--- src/include/div_consts.svh ---
// Sizing constants for the integer divide unit
// Data width, instruction id count and width, input FIFO depth

`ifndef DIV_CONSTS_SVH
`define DIV_CONSTS_SVH

////////////////////////////////////////
// Datapath

// Operand and result width
`define DIV_XLEN 32

////////////////////////////////////////
// Instruction tracking

// Number of ids in flight, also the result bank size
`define DIV_MAX_INFLIGHT 4
// Id width, log2 of the in-flight count
`define DIV_ID_W 2

// Input buffer entries, kept below the in-flight count
`define DIV_FIFO_DEPTH 2

`endif

--- src/source/div_pkg.sv ---
// Shared types of the divide unit
// Opcode enum, issued request, buffered unit inputs, core FSM states

`default_nettype none

`include "div_consts.svh"

package div_pkg;

    ////////////////////////////////////////
    // Opcodes

    // Bit 0 selects unsigned, bit 1 selects remainder
    typedef enum logic [1:0] {
        DIV_OP_DIV  = 2'd0,
        DIV_OP_DIVU = 2'd1,
        DIV_OP_REM  = 2'd2,
        DIV_OP_REMU = 2'd3
    } div_op_e;

    ////////////////////////////////////////
    // Request formats

    // Request as issued by the pipeline
    typedef struct packed {
        div_op_e                   op;
        logic [`DIV_XLEN-1:0]      rs1;
        logic [`DIV_XLEN-1:0]      rs2;
        logic [`DIV_ID_W-1:0]      id;
    } div_request_t;

    // Request plus reuse flag and decoded id, one FIFO entry
    typedef struct packed {
        div_op_e                   op;
        logic [`DIV_XLEN-1:0]      rs1;
        logic [`DIV_XLEN-1:0]      rs2;
        logic [`DIV_ID_W-1:0]      id;
        logic                      reuse_result;
        logic [`DIV_MAX_INFLIGHT-1:0] id_one_hot;
    } div_inputs_t;

    ////////////////////////////////////////
    // Core FSM
    typedef enum logic [1:0] {
        IDLE,
        RUN,
        HOLD
    } div_core_state_e;

endpackage

`default_nettype wire

--- src/source/div_input_fifo.sv ---
// In-order request buffer of the divide unit
// Register array with read/write pointers and an occupancy count
// Head entry visible without a pop, simultaneous push and pop allowed

`default_nettype none

`include "div_consts.svh"

module div_input_fifo (
    input  logic               clk,
    input  logic               rst,
    input  logic               push,
    input  div_pkg::div_inputs_t data_in,
    input  logic               pop,
    output div_pkg::div_inputs_t data_out,
    output logic               valid,
    output logic               full
);

    localparam int DEPTH = `DIV_FIFO_DEPTH;
    localparam int PTR_W = (DEPTH > 1) ? $clog2(DEPTH) : 1;
    localparam int CNT_W = $clog2(DEPTH + 1);

    localparam logic [PTR_W-1:0] LAST_PTR = PTR_W'(DEPTH - 1);
    localparam logic [CNT_W-1:0] FULL_CNT = CNT_W'(DEPTH);

    div_pkg::div_inputs_t entries [DEPTH];

    logic [PTR_W-1:0] wr_ptr;
    logic [PTR_W-1:0] rd_ptr;
    logic [CNT_W-1:0] count;

    ////////////////////////////////////////
    // Storage

    // Payload only, no reset needed
    always_ff @(posedge clk) begin
        if (push) begin
            entries[wr_ptr] <= data_in;
        end
    end

    assign data_out = entries[rd_ptr];

    ////////////////////////////////////////
    // Pointers and occupancy
    always_ff @(posedge clk) begin
        if (rst) begin
            wr_ptr <= '0;
            rd_ptr <= '0;
            count  <= '0;
        end else begin
            // Wrap at depth, depth need not be a power of two
            if (push) begin
                wr_ptr <= (wr_ptr == LAST_PTR) ? '0 : wr_ptr + 1'b1;
            end
            if (pop) begin
                rd_ptr <= (rd_ptr == LAST_PTR) ? '0 : rd_ptr + 1'b1;
            end
            // Push with pop leaves the count alone
            if (push && !pop) begin
                count <= count + 1'b1;
            end else if (pop && !push) begin
                count <= count - 1'b1;
            end
        end
    end

    assign valid = (count != '0);
    assign full  = (count == FULL_CNT);

    ////////////////////////////////////////
    // Checks

    // Caller must honour ready, head must exist before completion
    assert property (@(posedge clk) disable iff (rst) push |-> !full)
        else $error("push into full input FIFO");
    assert property (@(posedge clk) disable iff (rst) pop |-> valid)
        else $error("pop from empty input FIFO");

endmodule

`default_nettype wire

--- src/source/div_core.sv ---
// Iterative unsigned divider core
// Restoring shift-subtract, one quotient bit per cycle
// IDLE/RUN/HOLD FSM with bit counter, results held until next start

`default_nettype none

`include "div_consts.svh"

module div_core (
    input  logic                 clk,
    input  logic                 rst,
    input  logic                 start,
    input  logic [`DIV_XLEN-1:0] dividend,
    input  logic [`DIV_XLEN-1:0] divisor,
    output logic [`DIV_XLEN-1:0] quotient,
    output logic [`DIV_XLEN-1:0] remainder,
    output logic                 complete,
    output logic                 divisor_zero
);

    localparam int XLEN  = `DIV_XLEN;
    localparam int CNT_W = $clog2(XLEN);

    localparam logic [CNT_W-1:0] LAST_BIT = CNT_W'(XLEN - 1);

    div_pkg::div_core_state_e state;

    logic [CNT_W-1:0] bit_count;
    logic [XLEN-1:0]  q_reg;
    logic [XLEN-1:0]  r_reg;
    logic [XLEN-1:0]  d_reg;
    logic [XLEN:0]    shifted;
    logic [XLEN:0]    trial;
    logic             load;

    // Loading in RUN would corrupt the running division
    assign load = start && (state != div_pkg::RUN);

    ////////////////////////////////////////
    // Iteration step

    // Next dividend bit enters the partial remainder
    assign shifted = {r_reg, q_reg[XLEN-1]};
    // Sign bit of trial set means divisor did not fit
    assign trial   = shifted - {1'b0, d_reg};

    ////////////////////////////////////////
    // FSM and counter
    always_ff @(posedge clk) begin
        if (rst) begin
            state     <= div_pkg::IDLE;
            bit_count <= '0;
            complete  <= 1'b0;
        end else begin
            complete <= 1'b0;
            case (state)
                div_pkg::RUN: begin
                    bit_count <= bit_count + 1'b1;
                    if (bit_count == LAST_BIT) begin
                        state    <= div_pkg::HOLD;
                        complete <= 1'b1;
                    end
                end
                default: begin
                    // IDLE and HOLD both accept a new start
                    if (load) begin
                        state     <= div_pkg::RUN;
                        bit_count <= '0;
                    end
                end
            endcase
        end
    end

    ////////////////////////////////////////
    // Datapath

    // Quotient shifts in where the dividend shifts out
    // Zero divisor always fits, giving all ones and the dividend
    always_ff @(posedge clk) begin
        if (load) begin
            q_reg        <= dividend;
            r_reg        <= '0;
            d_reg        <= divisor;
            divisor_zero <= (divisor == '0);
        end else if (state == div_pkg::RUN) begin
            if (trial[XLEN]) begin
                r_reg <= shifted[XLEN-1:0];
                q_reg <= {q_reg[XLEN-2:0], 1'b0};
            end else begin
                r_reg <= trial[XLEN-1:0];
                q_reg <= {q_reg[XLEN-2:0], 1'b1};
            end
        end
    end

    assign quotient  = q_reg;
    assign remainder = r_reg;

    // Control must wait for complete before starting again
    assert property (@(posedge clk) disable iff (rst) start |-> state != div_pkg::RUN)
        else $error("divider started while running");

endmodule

`default_nettype wire

--- src/source/div_reuse_detect.sv ---
// Result reuse detection for back-to-back divides
// Records the last accepted operands and signedness
// Flags a request whose results the core already holds, decodes id to one-hot

`default_nettype none

`include "div_consts.svh"

module div_reuse_detect (
    input  logic                 clk,
    input  logic                 rst,
    input  logic                 issue_new_request,
    input  div_pkg::div_request_t issue_request,
    output div_pkg::div_inputs_t unit_inputs
);

    localparam int XLEN     = `DIV_XLEN;
    localparam int INFLIGHT = `DIV_MAX_INFLIGHT;

    logic [XLEN-1:0] last_rs1;
    logic [XLEN-1:0] last_rs2;
    logic            last_unsigned;
    logic            have_last;
    logic            operands_match;

    ////////////////////////////////////////
    // Last accepted request

    // Nothing held by the core until the first request
    always_ff @(posedge clk) begin
        if (rst) begin
            have_last <= 1'b0;
        end else if (issue_new_request) begin
            have_last <= 1'b1;
        end
    end

    always_ff @(posedge clk) begin
        if (issue_new_request) begin
            last_rs1      <= issue_request.rs1;
            last_rs2      <= issue_request.rs2;
            last_unsigned <= issue_request.op[0];
        end
    end

    ////////////////////////////////////////
    // Match and unit inputs

    // Signedness changes the magnitudes the core divided
    assign operands_match = (issue_request.rs1 == last_rs1) &&
                            (issue_request.rs2 == last_rs2) &&
                            (issue_request.op[0] == last_unsigned);

    always_comb begin
        unit_inputs.op           = issue_request.op;
        unit_inputs.rs1          = issue_request.rs1;
        unit_inputs.rs2          = issue_request.rs2;
        unit_inputs.id           = issue_request.id;
        unit_inputs.reuse_result = have_last && operands_match;
        // Id decode
        for (int i = 0; i < INFLIGHT; i++) begin
            unit_inputs.id_one_hot[i] = (issue_request.id == i);
        end
    end

endmodule

`default_nettype wire

--- src/source/div_unit.sv ---
// Integer divide unit
// Input FIFO, operand sign handling and core control
// Result sign correction, result bank indexed by instruction id

`default_nettype none

`include "div_consts.svh"

module div_unit (
    input  logic                         clk,
    input  logic                         rst,
    input  div_pkg::div_inputs_t         unit_inputs,
    input  logic                         issue_new_request,
    output logic                         issue_ready,
    output logic [`DIV_MAX_INFLIGHT-1:0] done_next_cycle,
    input  logic [`DIV_ID_W-1:0]         writeback_id,
    output logic [`DIV_XLEN-1:0]         rd
);

    localparam int XLEN     = `DIV_XLEN;
    localparam int INFLIGHT = `DIV_MAX_INFLIGHT;

    div_pkg::div_inputs_t head;

    logic            head_valid;
    logic            fifo_full;
    logic            start_core;
    logic            in_progress;
    logic            core_complete;
    logic            div_done;
    logic            divisor_zero;
    logic            signed_op;
    logic            dividend_neg;
    logic            divisor_neg;
    logic            quotient_neg;
    logic            remainder_neg;
    logic            negate_result;
    logic [XLEN-1:0] dividend_mag;
    logic [XLEN-1:0] divisor_mag;
    logic [XLEN-1:0] quotient;
    logic [XLEN-1:0] remainder;
    logic [XLEN-1:0] raw_result;
    logic [XLEN-1:0] final_result;
    logic [XLEN-1:0] rd_bank [INFLIGHT];

    ////////////////////////////////////////
    // Input buffering
    div_input_fifo input_fifo_i (
        .clk      (clk),
        .rst      (rst),
        .push     (issue_new_request),
        .data_in  (unit_inputs),
        .pop      (div_done),
        .data_out (head),
        .valid    (head_valid),
        .full     (fifo_full)
    );

    assign issue_ready = ~fifo_full;

    ////////////////////////////////////////
    // Core control

    // Reuse heads finish at once, others wait for the core
    assign start_core = head_valid && !in_progress && !head.reuse_result;
    assign div_done   = core_complete || (head_valid && head.reuse_result);

    always_ff @(posedge clk) begin
        if (rst) begin
            in_progress <= 1'b0;
        end else if (start_core) begin
            in_progress <= 1'b1;
        end else if (core_complete) begin
            in_progress <= 1'b0;
        end
    end

    ////////////////////////////////////////
    // Sign handling
    assign signed_op     = ~head.op[0];
    assign dividend_neg  = signed_op & head.rs1[XLEN-1];
    assign divisor_neg   = signed_op & head.rs2[XLEN-1];
    // Remainder follows the dividend
    assign quotient_neg  = signed_op & (head.rs1[XLEN-1] ^ head.rs2[XLEN-1]);
    assign remainder_neg = dividend_neg;

    // Magnitudes for the unsigned core
    assign dividend_mag = ({XLEN{dividend_neg}} ^ head.rs1) + XLEN'(dividend_neg);
    assign divisor_mag  = ({XLEN{divisor_neg}} ^ head.rs2) + XLEN'(divisor_neg);

    div_core core_i (
        .clk          (clk),
        .rst          (rst),
        .start        (start_core),
        .dividend     (dividend_mag),
        .divisor      (divisor_mag),
        .quotient     (quotient),
        .remainder    (remainder),
        .complete     (core_complete),
        .divisor_zero (divisor_zero)
    );

    ////////////////////////////////////////
    // Result correction

    // Quotient of a zero divide stays all ones
    assign negate_result = head.op[1] ? remainder_neg : (~divisor_zero & quotient_neg);
    assign raw_result    = head.op[1] ? remainder : quotient;
    assign final_result  = ({XLEN{negate_result}} ^ raw_result) + XLEN'(negate_result);

    ////////////////////////////////////////
    // Result bank
    always_ff @(posedge clk) begin
        if (div_done) begin
            rd_bank[head.id] <= final_result;
        end
    end

    assign done_next_cycle = head.id_one_hot & {INFLIGHT{div_done}};
    assign rd              = rd_bank[writeback_id];

    // Single completion per cycle, core only completes work it was given
    assert property (@(posedge clk) disable iff (rst) $onehot0(done_next_cycle))
        else $error("more than one done bit set");
    assert property (@(posedge clk) disable iff (rst) core_complete |-> in_progress)
        else $error("core completed without a computation in progress");

endmodule

`default_nettype wire

--- src/source/div_top.sv ---
// Top level of the divide unit
// Reuse detector feeding the divide unit

`default_nettype none

`include "div_consts.svh"

module div_top (
    input  logic                         clk,
    input  logic                         rst,
    input  logic                         issue_new_request,
    input  div_pkg::div_request_t        issue_request,
    output logic                         issue_ready,
    output logic [`DIV_MAX_INFLIGHT-1:0] done_next_cycle,
    input  logic [`DIV_ID_W-1:0]         writeback_id,
    output logic [`DIV_XLEN-1:0]         rd
);

    // Request with reuse flag and decoded id
    div_pkg::div_inputs_t unit_inputs;

    ////////////////////////////////////////
    // Reuse detection
    div_reuse_detect reuse_detect_i (
        .clk               (clk),
        .rst               (rst),
        .issue_new_request (issue_new_request),
        .issue_request     (issue_request),
        .unit_inputs       (unit_inputs)
    );

    ////////////////////////////////////////
    // Divide unit
    div_unit unit_i (
        .clk               (clk),
        .rst               (rst),
        .unit_inputs       (unit_inputs),
        .issue_new_request (issue_new_request),
        .issue_ready       (issue_ready),
        .done_next_cycle   (done_next_cycle),
        .writeback_id      (writeback_id),
        .rd                (rd)
    );

endmodule

`default_nettype wire

--- config.mk ---
export PLATFORM = sky130hd
export DESIGN_NAME = div_top
export DESIGN_NICKNAME = d
export VERILOG_FILES = /design/src/source/div_pkg.sv /design/src/source/div_input_fifo.sv /design/src/source/div_core.sv /design/src/source/div_reuse_detect.sv /design/src/source/div_unit.sv /design/src/source/div_top.sv
export VERILOG_INCLUDE_DIRS = /design/src /design/src/include
export SDC_FILE = /design/constraint.sdc
export NUM_CORES = 1
export LEC_CHECK = 0
export BUFFER_PORTS_ARGS = -buffer_cell sky130_fd_sc_hd__buf_2
export CAP_MARGIN = 20
export CORE_ASPECT_RATIO = 1.5
export CORE_UTILIZATION = 64
export CTS_BUF_LIST = sky130_fd_sc_hd__clkbuf_4
export DETAILED_ROUTE_END_ITERATION = 10
export GPL_ROUTABILITY_DRIVEN = 0
export PLACE_DENSITY_LB_ADDON = 0.15
export SETUP_SLACK_MARGIN = 0.05
export SYNTH_ARGS = -nofsm -noshare
export SYNTH_HDL_FRONTEND = slang
export SYNTH_SLANG_ARGS = --single-unit
--- constraint.sdc ---
create_clock -name clk -period 5.42 [get_ports clk]
set_input_delay 0.542 -clock clk [delete_from_list [all_inputs] [get_ports clk]]
set_output_delay 0.542 -clock clk [all_outputs]
set_load 0.1 [all_outputs]
# Word level (Yosys, flattened, before mapping)
# Memories as Yosys holds them, arrays and structs flattened. A register that Yosys moved wholly into a read port is not among the register bits.
# Index checks and enable logic that the tools add are counted.
[totals]
ff_bits = 176
ram_bits = 274
input_bits = 73
output_inout_bits = 37
elab_cells = 96
n_memories = 2
[memory_table]
columns = ["memory", "depth", "word_bits", "read_ports", "rd_clocked_by_memory_dff", "wr", "line_no", "text"]
rows = [
  ["unit_i.input_fifo_i.entries", 2, 73, 1, 1, 1, "div_input_fifo.sv:27", "div_pkg::div_inputs_t entries [DEPTH];"],
  ["unit_i.rd_bank", 4, 32, 1, 0, 1, "div_unit.sv:44", "logic [XLEN-1:0] rd_bank [INFLIGHT];"],
]
[classes]
addsub = 9
eq_ne = 11
muxes = 24
n_bitwise = 13
reduce_logical = 22
[ops]
columns = ["cell", "n"]
rows = [
  ["32-bit 2-to-1 mux", 4],
  ["32-bit by 1-bit adder with 32-bit output", 3],
  ["32-bit XOR", 3],
  ["32-bit == test", 2],
  ["33-bit by 32-bit subtractor with 33-bit output", 1],
  ["32-bit logical NOT", 1],
  ["1-bit 2-to-1 mux", 13],
  ["2-bit 2-to-1 mux", 5],
  ["5-bit 2-to-1 mux", 2],
  ["1-bit logical AND", 9],
  ["2-bit nonzero test", 4],
  ["2-bit == test, second input constant", 3],
  ["5-bit by 1-bit adder with 5-bit output, second input constant", 1],
  ["5-bit == test, second input constant", 1],
  ["1-bit AND", 4],
  ["4-bit AND", 1],
  ["2-bit by 1-bit == test with 1-bit output, second input constant", 2],
  ["1-bit logical NOT", 4],
  ["1-bit NOT", 4],
  ["1-bit adder, second input constant", 2],
  ["2-bit by 1-bit adder with 2-bit output, second input constant", 1],
  ["2-bit logical NOT", 1],
  ["2-bit by 1-bit != test with 1-bit output, second input constant", 1],
  ["2-bit != test, second input constant", 1],
  ["other kinds (6)", 6],
]

# Depth between registers and ports, before layout
# Gate-level depths: netlist of run 1.
[logic_depth]
word_depth = 6
ltp_mapped = 20
depth_no_buf = 13

# Cells and area by module
# From an unflattened synthesis of run 1, not the netlist that was laid out.
[unflattened]
cells_unflattened = 1867
hier_area_um2 = 23505.0
[by_module_without_submodules]
columns = ["mod", "n_inst", "cells_per_inst", "area_per_inst_um2", "seq_area_each_um2"]
rows = [
  ["div_unit", 1, 793, 8823.5, 3863.7],
  ["div_core", 1, 583, 5894.4, 2752.6],
  ["div_input_fifo", 1, 249, 5502.8, 4484.3],
  ["div_reuse_detect", 1, 242, 3284.4, 1971.9],
]

# Least setup slack after synthesis of run 1
# Ideal clock, no wire load.
[synth_timing]
kind = "register to register"
start = "reg with a tool-made name"
end = "reg unit_i.core_i.divisor_zero, data pin"
setup_ns = 0.170
t_arrival_ns = 4.748
t_required_ns = 5.250
path_slack_ns = 0.502
path_stages_with_launch = 21
path_buffers = 8
synth_period_minus_slack_ns = 4.918
path_cell_list = "dfxtp_1 > buf_6 > buf_6 > buf_6 > buf_4 > buf_4 > buf_2 > buf_2 > buf_1 > mux2i_1 > xnor2_1 > ha_1 > nand4_1 > o22a_1 > mux2i_1 > nand4_1 > nor3b_1 > xor2_1 > or4_1 > or4_1 > nor4_2"
[synth_rtl]
columns = ["item", "line_no", "text"]
rows = [
  ["end signal, assigned", "div_core.sv:85", "divisor_zero <= (divisor == '0);"],
  ["end, declared", "div_core.sv:18", "output logic divisor_zero"],
]

==> metrics.txt, run 1 <==
DR vias around 17000; Num CTS Buffers 99; power per cell area around 510 mW/mm2; Primary FF master, synth edfxtp_1; CTS root buffer clkbuf_4; placed cells about 2500; max-slew violation count 0; Hold Buf Count CTS 66; die area roughly 0.038 mm2; drt drc 0; Hold Vio Cnt, Final 0; critical path endpoint category flop; clock skew about 40 ps; Max-slew headroom a little under a third; CP cell instances nor2b_1, buf_4, a21o_4, xnor2_1, ha_1, nand4_1, o22a_1, mux2i_1, nand4_1, nor3b_1, xor2_1, or4_1, or4_1, nor4_2; Initial Util 65.2%; number of global-route vias before repair between 15000 and 20000; CP Launch Type flop; Sink Count between 400 and 500; Cell Rows 85; RSZ-0062 raised after global routing false; Final ANT Viol Nets 0; Max clock buf depth 3; busiest layer in global routing met2; Die X around 160 um; Distinct cells, synth 94; Yosys warning count 0; final WL approximately 57 mm; Peak VDD IR 0.296 mV; Reg area 0.0131 mm2; syn nets 2032; Post-synth EDFFs between 400 and 500; syn_area_per_cell approximately 12 um2; GR met2 Demand/Resource ~56%; Finished Layout Cells around 2700; die extent in y around 240 um; WP data arrival 5230 ps; worst reg2reg path depth 14; pin count of the biggest net entering global routing between 70 and 80; Routed wire per std cell between 20 and 25 um; initial antenna violation count 1; GR met3 Demand/Resource 4.90%; post-cts sizing count 0; H-tree levels 3; post-CTS setup buffers 0; WHS roughly 96 ps; worst hold stages 2; IO Count between 100 and 150; layout cells sized above 1 17.5%; Post-Synthesis Cell Area 0.0235 mm2; TNS Setup 0 ps; Tot Pwr between 10 and 15 mW; Overflow after GRT 0; Peak Freq 0.218 GHz; status completed; Fill cells 2408; Top reg by flops unit_i.input_fifo_i.entries; final net count ~2300; Worst-Margin Slew 1040 ps; DR iter-0 viols 1062; WP data required roughly 6100 ps; Final Cycle Share roughly 85%; Seq/Total Area, Yosys 55.6%; Clock Latency Late Sink about 820 ps; gr usage total between 30% and 40%; highest fanout seen on the critical path 20; Syn Inst Count ~1900; fraction of registers with async set/reset 0%; DP Wirelength around 40 mm; max-cap viol count 0; final setup violation count 0; M1 GR Usage between 30 and 40%; global-route wire length before repair about 88 mm; Critical Path Slowest Stage Cell edfxtp_1; Clk pin slew, worst setup/hold paths around 80 ps; Leakage Power 9.57 nW; HP Class primary input to flop; Vias/cell a little over 6; Synth Register Bits ~450; Initial DRT Pass Iterations 7; CTS tree done; core area 0.0361 mm2; Largest register FFs about 150; Buffers on Ports between 100 and 150; multi-input logic area between 0.009 and 0.01 mm2; Util after Layout roughly three quarters; Tmin final about 4600 ps; slowest stage delay, CP 520 ps; kind of critical path flop to flop; Regs by FF count unit_i.input_fifo_i.entries x146, unit_i.rd_bank x128; Synth-to-Final Area Change 12.9%; Worst R2R Setup Slack 840 ps
-- cell usage after synthesis, types with 33 or more instances --
cell	instances	share of area (%)
dfxtp_1	47	4.0
edfxtp_1	404	52
mux4_2	33	3.2
o21ai_0	101	2.1
ha_1	38	2.0
mux2i_1	128	5.4
clkbuf_1	41	0.65
nor3_1	40	0.85
nand3_1	60	1.3
inv_1	65	1.0
nor2_1	92	1.5
xor2_1	51	1.9
a21oi_1	57	1.2
nand2_1	147	2.3
xnor2_1	180	6.7
-- layout make-up --
type / instances / share of cell area (%)
Multi-Input combinational cell: 1320 / 37.0
Clock inverter: 34 / 0.971
Clock buffer: 146 / 4.13
Timing Repair Buffer: 207 / 5.45
Antenna cell: 2 / 0.0188
Inverter: 66 / 0.933
Tap cell: 478 / 2.25
Sequential cell: 451 / 49.2
-- worst paths after layout --
kind,startpoint,to
worst min-delay path,rst,unit_i.input_fifo_i.count[0]
worst min register to register,unit_i.core_i.bit_count[4],unit_i.core_i.bit_count[4]
worst max register to register,unit_i.input_fifo_i.entries[1][38],unit_i.core_i.divisor_zero
worst max-delay path,unit_i.input_fifo_i.entries[1][38],unit_i.core_i.divisor_zero
-- layout by cell type, fill, tap and decap left out, drive strengths merged, types with 10 or more instances in the layout --
cell type / netlist / final
xor2: 51 / 51
nand3: 60 / 60
nor2: 93 / 93
o211ai: 10 / 10
dfxtp: 47 / 47
or3: 16 / 16
nand2b: 15 / 15
nor3: 41 / 41
and3: 22 / 22
nor3b: 15 / 15
o21a: 11 / 11
clkinv: 0 / 25
a21o: 17 / 17
nor2b: 22 / 22
inv: 66 / 67
mux2i: 129 / 129
xnor2: 180 / 180
clkbuf: 41 / 146
ha: 38 / 38
mux4: 33 / 33
dlygate4sd3: 0 / 66
and2: 15 / 15
o21ai: 103 / 103
o221ai: 11 / 11
buf: 42 / 141
nand4: 30 / 30
nor4: 24 / 24
edfxtp: 404 / 404
nand2: 147 / 147
a21oi: 58 / 58
or2: 11 / 11
-- cells by family (layout without fill, tap and decap cells) --
logic type / after synthesis / in the layout / share of synthesized area (%)
AND/OR/NAND/NOR: 554 / 554 / 12.4
flip-flops: 451 / 451 / 55.6
AO/OA/AOI/OAI: 325 / 325 / 9.37
XOR/XNOR: 232 / 232 / 8.70
multiplexers: 170 / 170 / 9.05
buffers and inverters: 149 / 453 / 2.79
adder cells (fa/ha/maj): 39 / 39 / 2.11
other: 0 / 2 / 0
-- power breakdown --
group	total [mW]	leakage, nW	internal [mW]	switching [mW]
sequential	5.36	4.17	4.82	0.537
clock	2.74	0.791	1.43	1.31
combinational	5.43	4.61	2.02	3.42
total	13.5	9.57	8.27	5.26
-- metal layers --
layer  wire, um  share of wire (%)
met4       3370                6.0
met3       2770                4.9
met5          0                  0
met1      20700                 37
met2      29700                 53
-- per-stage QoR --
stage | setup WS (ps) | area (um2)
after floorplan | 502 | 23500
after global placement | 1080 | 24500
after detailed placement | 917 | 24500
after CTS | 935 | 26600
after global routing | 631 | 26600
final | 836 | 26600
-- critical path: cells and delay by family (launching register included) --
family,cells,cell delay (ps)
fa+ha+maj,1,260
compound gates,2,550
flops,1,520
simple gates,7,2130
mux,1,420
xor+xnor,2,340
buf+inv,1,200
(Power assumes the default switching activity.)
==> inputs of run 2 (changes only) <==
--- a/config.mk
+++ b/config.mk
@@ -9,7 +9,7 @@
 export BUFFER_PORTS_ARGS = -buffer_cell sky130_fd_sc_hd__buf_2
 export CAP_MARGIN = 20
 export CORE_ASPECT_RATIO = 1.5
-export CORE_UTILIZATION = 64
+export CORE_UTILIZATION = 58
 export CTS_BUF_LIST = sky130_fd_sc_hd__clkbuf_4
 export DETAILED_ROUTE_END_ITERATION = 10
 export GPL_ROUTABILITY_DRIVEN = 0
==> constraint.sdc (replaced) <==
create_clock -name clk -period 3.8 [get_ports clk]
set_input_delay 0.38 -clock clk [delete_from_list [all_inputs] [get_ports clk]]
set_output_delay 0.38 -clock clk [all_outputs]
set_load 0.1 [all_outputs]
==> run 2 against run 1 <==
Compared with the run above:
- critical path type unchanged
- first-iteration DRC count increased by 2.7%
- critical path depth shrank 4
- largest power group unchanged
- the run now ends with design-rule violations left
- utilization decreased by 5.1 points
- worst setup slack got worse by 650 ps
- sequential power increased by 40%
- global-route usage decreased by 3.0 points
- critical endpoint unchanged
- sequential share of layout area shrank 1.7 points
- clock skew up 27 ps
- fmax up 27%
==> metrics.txt, run 2 (synthesis results as in run 1) <==
Worst-Margin Slew 1090 ps (+51.4 ps); clock network power share 19.4% (-0.9 points); Initial DRT Pass Iterations 9 (+2); multi-input logic area 0.00999 mm2 (+1.7%); Seq pwr share 37.8% (-1.8 points); clock skew 67.8 ps (+27.4 ps); DP Wirelength 42.0 mm (+5.1%); Vias/cell 5.96 (-2.4%); gr usage total 28.3% (-3.0 points); beginning of the worst hold path issue_request[60]; Final Cell Area 0.0275 mm2 (+3.5%); HP Class primary input to flop; Top reg by flops unit_i.input_fifo_i.entries; Sink Count 451 (unchanged); Reg area 0.0131 mm2 (unchanged); commonest non-fill, non-tap cell in the layout edfxtp_1; failing checks design-rule violations; Reg-to-Reg Start unit_i.input_fifo_i.entries[0][71]; Final ANT Viol Nets 0 (unchanged); placed cells 2555 (+4.0%); Synth-to-Final Area Change 16.9%; Finished Layout Cells 2827 (+4.5%); Worst R2R Setup Slack 180 ps (-650 ps); Int Power 12.2 mW (+47%); IO Count 110 (unchanged); WP data arrival 4260 ps (-970 ps); DR vias 16900 (+2.1%); Combinational Power Share 42.8% (+2.7 points); kind of critical path flop to flop; Overflow after GRT 0 (unchanged); Tot Pwr 19.9 mW (+47%); WP data required 4440 ps (-1620 ps); Final Cycle Share 95.2% (+11 points); Tmin final 3620 ps (-967 ps); Worst path top cell family by delay simple AND/OR/NAND/NOR gates; core area 0.0401 mm2 (+11%); Buffers on Ports 109 (unchanged); final setup violation count 0 (unchanged); Peak VDD IR 0.374 mV (+26%); CP Launch Type flop; die area 0.0414 mm2 (+10%); CTS root buffer clkbuf_4; Worst path most repeated cell or4_1; power per cell area 723 mW/mm2 (+42%); most frequent cells in the layout edfxtp_1 (404), xnor2_1 (179), clkbuf_4 (149), nand2_1 (147), mux2i_1 (124); crit path launch unit_i.input_fifo_i.entries[0][71]; die extent in y 249 um (+5.0%); highest fanout seen on the critical path 7 (-65%); final WL 58.1 mm (+2.8%); Initial Util 58.6% (-6.6 points); Peak Freq 0.276 GHz (+27%); Clk pin slew, worst setup/hold paths 70 ps (about the same); Critical Path Slowest Stage Cell or4b_2; Max-slew headroom 27.0% (-3.6 points); H-tree levels 3 (unchanged); Util after Layout 68.6% (-5.1 points); Leakage Power 10.1 nW (+5.2%); max-cap viol count 0 (unchanged); global-route wire length before repair 90.4 mm (+2.7%); CTS tree done; CP cell instances buf_4, nor2b_1, or4b_2, o221ai_1, and3_1, a31oi_1, xnor2_1, or4_1, or4_1, nor4_2; number of global-route vias before repair 16900 (+1.2%); initial antenna violation count 1 (unchanged); final net count 2347 (+4.0%); Max clock buf depth 3 (unchanged); Post-Place Cell Area 0.0252 mm2 (+2.7%); WP buf/inv 1 (unchanged); Fill cells 2933 (+22%); Routed wire per std cell 20.5 um (-1.7%); Regs by FF count unit_i.input_fifo_i.entries x146, unit_i.rd_bank x128; Sw Share 38.8% (-0.045 points); RSZ-0062 raised after global routing true; Num CTS Buffers 101 (+2.0%); Cell Rows 90 (+5.9%); Hold Vio Cnt, Final 0 (unchanged); slowest stage delay, CP 650 ps (+130 ps); max-slew violation count 0 (unchanged); Largest register FFs 146 (unchanged); pin count of the biggest net entering global routing 74 (unchanged); layout cells sized above 1 21.7% (+4.2 points); drt drc 6 (+6); DR iter-0 viols 1091 (+2.7%); Die X 166 um (+5.0%); Net Sw Power 7.72 mW (+47%); status complete, but fails checks; Clock Latency Late Sink 820 ps (about the same); critical path endpoint category flop
-- run 2: repair_timing --
action | CTS | global route
pin swaps | 0 | 1
setup buffers | 2 | 9
setup endpoints to repair | 5 | 76
cloned | 0 | 2
gates resized for setup | 3 | 23
hold buffers | 70 | 0
endpoints found under the hold margin | 225 | 0
-- run 2: cell type report --
class                   count  area share, %
diodes                      2         0.0182
clock buffers             149           4.07
clock inverters            38          0.819
inverters                  66          0.901
multi-input cells        1322           36.4
flip-flops and latches    451           47.6
well taps                 506           2.30
repair buffers            293           7.94
-- run 2: layer usage --
metal / GRT usage [%] / vias up / share of wire, %
met2: 51.4 / 596 / 52
li1: - / 7954 / -
met1: 31.1 / 8117 / 38
met4: 18.2 / 0 / 5.7
met3: 3.49 / 183 / 4.3
met5: 0 / - / 0
-- run 2: metrics by stage --
stage                     worst slack, ps  hold WS, ps  TNS (ps)
after floorplan                      -365          438      -365
after global placement                146          459         0
after detailed placement             67.5          485         0
after CTS                            59.6          245         0
after global routing                 29.1          300         0
final                                 183          316         0
-- run 2: final timing paths --
kind                                               endpoint  cells past startpoint
worst min register to register   unit_i.core_i.bit_count[4]                      2
worst max register to register   unit_i.core_i.divisor_zero                     10
worst min-delay path            reuse_detect_i.last_rs1[26]                      2
worst max-delay path             unit_i.core_i.divisor_zero                     10
-- run 2: power groups by stage --
stage / registers [mW] / logic (mW) / clock network [mW]
floorplan: 7.31 / 6.15 / 0
global placement: 7.57 / 7.97 / 0
detailed placement: 7.61 / 8.17 / 0
CTS: 7.50 / 8.27 / 3.95
global route: 7.58 / 9.20 / 4.16
finish: 7.51 / 8.51 / 3.86
==> inputs of run 3 (changes only) <==
--- a/config.mk
+++ b/config.mk
@@ -6,10 +6,11 @@
 export SDC_FILE = /design/constraint.sdc
 export NUM_CORES = 1
 export LEC_CHECK = 0
+export ABC_AREA = 1
 export BUFFER_PORTS_ARGS = -buffer_cell sky130_fd_sc_hd__buf_2
 export CAP_MARGIN = 20
 export CORE_ASPECT_RATIO = 1.5
-export CORE_UTILIZATION = 58
+export CORE_UTILIZATION = 45
 export CTS_BUF_LIST = sky130_fd_sc_hd__clkbuf_4
 export DETAILED_ROUTE_END_ITERATION = 10
 export GPL_ROUTABILITY_DRIVEN = 0
==> run 3 against run 2 <==
Compared with the run above:
- the flow still finishes with violations (design-rule violations)
- synthesized cell count rose by 46%
- sequential power fell by 11%
- worst setup slack improved by 230 ps
- utilization decreased by 17 points
- global-route usage down 4.2 points
- clock-buffer cell count down 2
- sequential cell count stayed put
- combinational power fell by 38%
==> metrics.txt, run 3 <==
Synth area leader edfxtp_1; final setup violation count 0 (unchanged); max-cap viol count 0 (unchanged); Distinct cells, synth 62 (-34%); worst reg2reg path depth 17 (+7); worst hold stages 2 (unchanged); final net count 3152 (+34%); HP Class primary input to flop; Final Cycle Share 89.1% (-6.1 points); Sink Count 451 (unchanged); Fill cells 5020 (+71%); mux cell area share after synthesis 0.163% (-8.9 points); highest fanout seen on the critical path 30 (+23); Largest register FFs 146 (unchanged); global-route wire length before repair 101 mm (+12%); largest family of logic cells by synthesized area simple AND/OR/NAND/NOR gates; syn nets 2914 (+43%); Tmin final 3380 ps (-233 ps); number of global-route vias before repair 19200 (+14%); beginning of the worst hold path issue_request[63]; Buffers on Ports 109 (unchanged); Reg area 0.0131 mm2 (unchanged); Seq/Total Area, Yosys 53.3% (-2.3 points); Worst R2R Setup Slack 650 ps (+470 ps); final setup margin 416 ps (+233 ps); Tot Pwr 15.9 mW (-20%); Yosys warning count 0 (unchanged); Int Power 9.83 mW (-19%); layout cells sized above 1 12.6% (-9.1 points); Hold Path End reuse_detect_i.last_rs1[29]; most frequent cells in the layout nand2_1 (862), edfxtp_1 (404), inv_1 (323), nor2_1 (272), o21ai_0 (178); Compound-Gate Fraction of Synth Area 7.76% (-1.6 points); Cell Rows 104 (+16%); Syn Inst Count 2802 (+46%); Hold Vio Cnt, Final 0 (unchanged); Vias/cell 5.11 (-14%); Leakage Power 11.9 nW (+19%); Peak Freq 0.296 GHz (+6.9%); WP data required 3420 ps (-1020 ps); Finished Layout Cells 3817 (+35%); most instantiated library cell after synthesis nand2_1; die extent in y 288 um (+16%); CTS root buffer clkbuf_4; fraction of registers with async set/reset 0% (unchanged); RSZ-0062 raised after global routing false; commonest non-fill, non-tap cell in the layout nand2_1; CP Launch Type flop; worst flop-to-flop path endpoint unit_i.core_i.divisor_zero; final WL 65.7 mm (+13%); post-CTS setup buffers 0 (-2); largest cells by area after synthesis edfxtp_1 (49%), nand2_1 (13%), inv_1 (5.0%); Post-Place Cell Area 0.0258 mm2 (+2.3%); Final Cell Area 0.0279 mm2 (+1.4%); XOR/XNOR Fraction of Synth Area 5.81% (-2.9 points); initial antenna violation count 1 (unchanged); drt drc 10 (+4); Seq pwr share 42.0% (+4.2 points); clock network power share 24.6% (+5.2 points); Top reg by flops unit_i.input_fifo_i.entries; Post-synth EDFFs 404 (unchanged); post-synth top area share 49.5% (-2.1 points); Primary FF master, synth edfxtp_1; Synth Register Bits 451 (unchanged); kind of critical path flop to output pin; Clock Latency Late Sink 880 ps (+60 ps); DR vias 19500 (+16%); commonest cells in the netlist nand2_1 (862), edfxtp_1 (404), inv_1 (324); status complete, but fails checks; Synth-to-Final Area Change 13.7%; Net Sw Power 6.07 mW (-21%); DP Worst Slack 735 ps (+667 ps); DR iter-0 viols 1123 (+2.9%); Max-slew headroom 52.6% (+26 points); Worst-Margin Slew 705 ps (-387 ps); clock skew 69.1 ps (+1.39 ps); failing checks design-rule violations; Util after Layout 51.9% (-17 points); max-slew violation count 0 (unchanged); Overflow after GRT 0 (unchanged); Initial Util 45.6% (-13 points); H-tree levels 3 (unchanged); core area 0.0537 mm2 (+34%); Peak VDD IR 0.295 mV (-21%); Die X 193 um (+16%); Initial DRT Pass Iterations 8 (-1); syn_area_per_cell 8.75 um2 (-29%); Regs by FF count unit_i.input_fifo_i.entries x146, unit_i.rd_bank x128; Synth Area in Adders 2.02% (-0.086 points); simple-gate portion of the synthesized area 23.8% (+11 points); Post-Synthesis Cell Area 0.0245 mm2 (+4.2%); Num CTS Buffers 106 (+5.0%); Routed wire per std cell 17.2 um (-16%); critical path endpoint category output pin; Clk pin slew, worst setup/hold paths 80 ps (about the same); Final ANT Viol Nets 0 (unchanged); Combinational Power Share 33.4% (-9.4 points); pin count of the biggest net entering global routing 74 (unchanged); IO Count 110 (unchanged); placed cells 3551 (+39%); power per cell area 570 mW/mm2 (-21%); Max clock buf depth 3 (unchanged); multi-input logic area 0.00973 mm2 (-2.7%); CTS tree done; die area 0.0554 mm2 (+34%); gr usage total 24.1% (-4.2 points); WP data arrival 3000 ps (-1260 ps); DP Wirelength 49.0 mm (+16%); Sw Share 38.2% (-0.68 points)
[run 3: changes by cell type in the layout (fill, tap and decap cells not counted), sizes merged, moves of 98 or more]
cell   before  now
inv        69  334
mux2i     130    4
o21ai     103  201
nand2     147  873
nor2       93  296
xnor2     180   36
[run 3: area by class of cell]
cell class,count,share of cell area [%]
antenna,1,0.00898
clock buffer,147,3.96
clock inverter,48,0.970
inverter,333,4.51
multi-input combinational,1934,34.9
sequential,451,46.9
tap,689,3.09
timing repair buffer,214,5.63
[run 3: power groups by stage]
stage | registers, mW | clock network [mW] | logic, mW
floorplan | 6.68 | 0 | 3.94
global placement | 6.77 | 0 | 5.18
detailed placement | 6.79 | 0 | 5.24
CTS | 6.69 | 4.04 | 5.32
global route | 6.74 | 4.26 | 5.91
finish | 6.68 | 3.91 | 5.30
[run 3: worst max-delay path by stage]
stage | to | depth (start not counted) | startpoint | slack (ps)
final | done_next_cycle[2] | 8 | flop | 420
after global placement | unit_i.core_i.remainder[7] | 16 | unit_i.core_i.quotient[31] | 780
after floorplan | unit_i.rd_bank[0][0] | 7 | flop | -350
after global routing | done_next_cycle[0] | 8 | flop | 200
after detailed placement | unit_i.core_i.quotient[0] | 14 | unit_i.core_i.quotient[31] | 730
after CTS | done_next_cycle[2] | 8 | flop | 110
[run 3: worst max-delay path, cell delays in order (launching register included)]
cell,delay [ps]
dfxtp_4,410
inv_6,90
buf_4,300
or2_1,150
o21ai_1,120
o21ai_1,300
clkinv_2,240
a21oi_1,200
buf_4,320
[run 3: layer usage]
metal | part of all wire, % | wire, um | track usage [%] | vias to the layer above
met5 | 0 | 0 | 0 | -
met4 | 5.4 | 3520 | 14.4 | 0
met3 | 4.3 | 2790 | 3.43 | 170
met2 | 53 | 34900 | 44.8 | 596
met1 | 37 | 24400 | 25.3 | 8977
li1 | - | - | - | 9753
[run 3: per-stage QoR]
stage          hold slack [ps]  setup TNS [ps]
2_1_floorplan              426          -45200
4_1_cts                    174               0
6_report                   275               0
3_5_place_dp               446               0
5_1_grt                    219               0
3_3_place_gp               436               0
[run 3: cells by family (layout without fill, tap and decap cells)]
group	Yosys count	count (layout)
simple gates	1399	1399
flops	451	451
buf+inv	417	742
compound gates	343	343
xor+xnor	149	149
fa+ha+maj	39	39
mux	4	4
other cells	0	1
[run 3: what timing repair did]
| action | in CTS | in global routing |
|---|---|---|
| hold buffers | 70 | 0 |
| gates resized for setup | 5 | 1 |
| pin swaps | 0 | 0 |
| hold endpoints to repair | 232 | 0 |
| setup endpoints to repair | 4 | 4 |
| cloned | 0 | 0 |
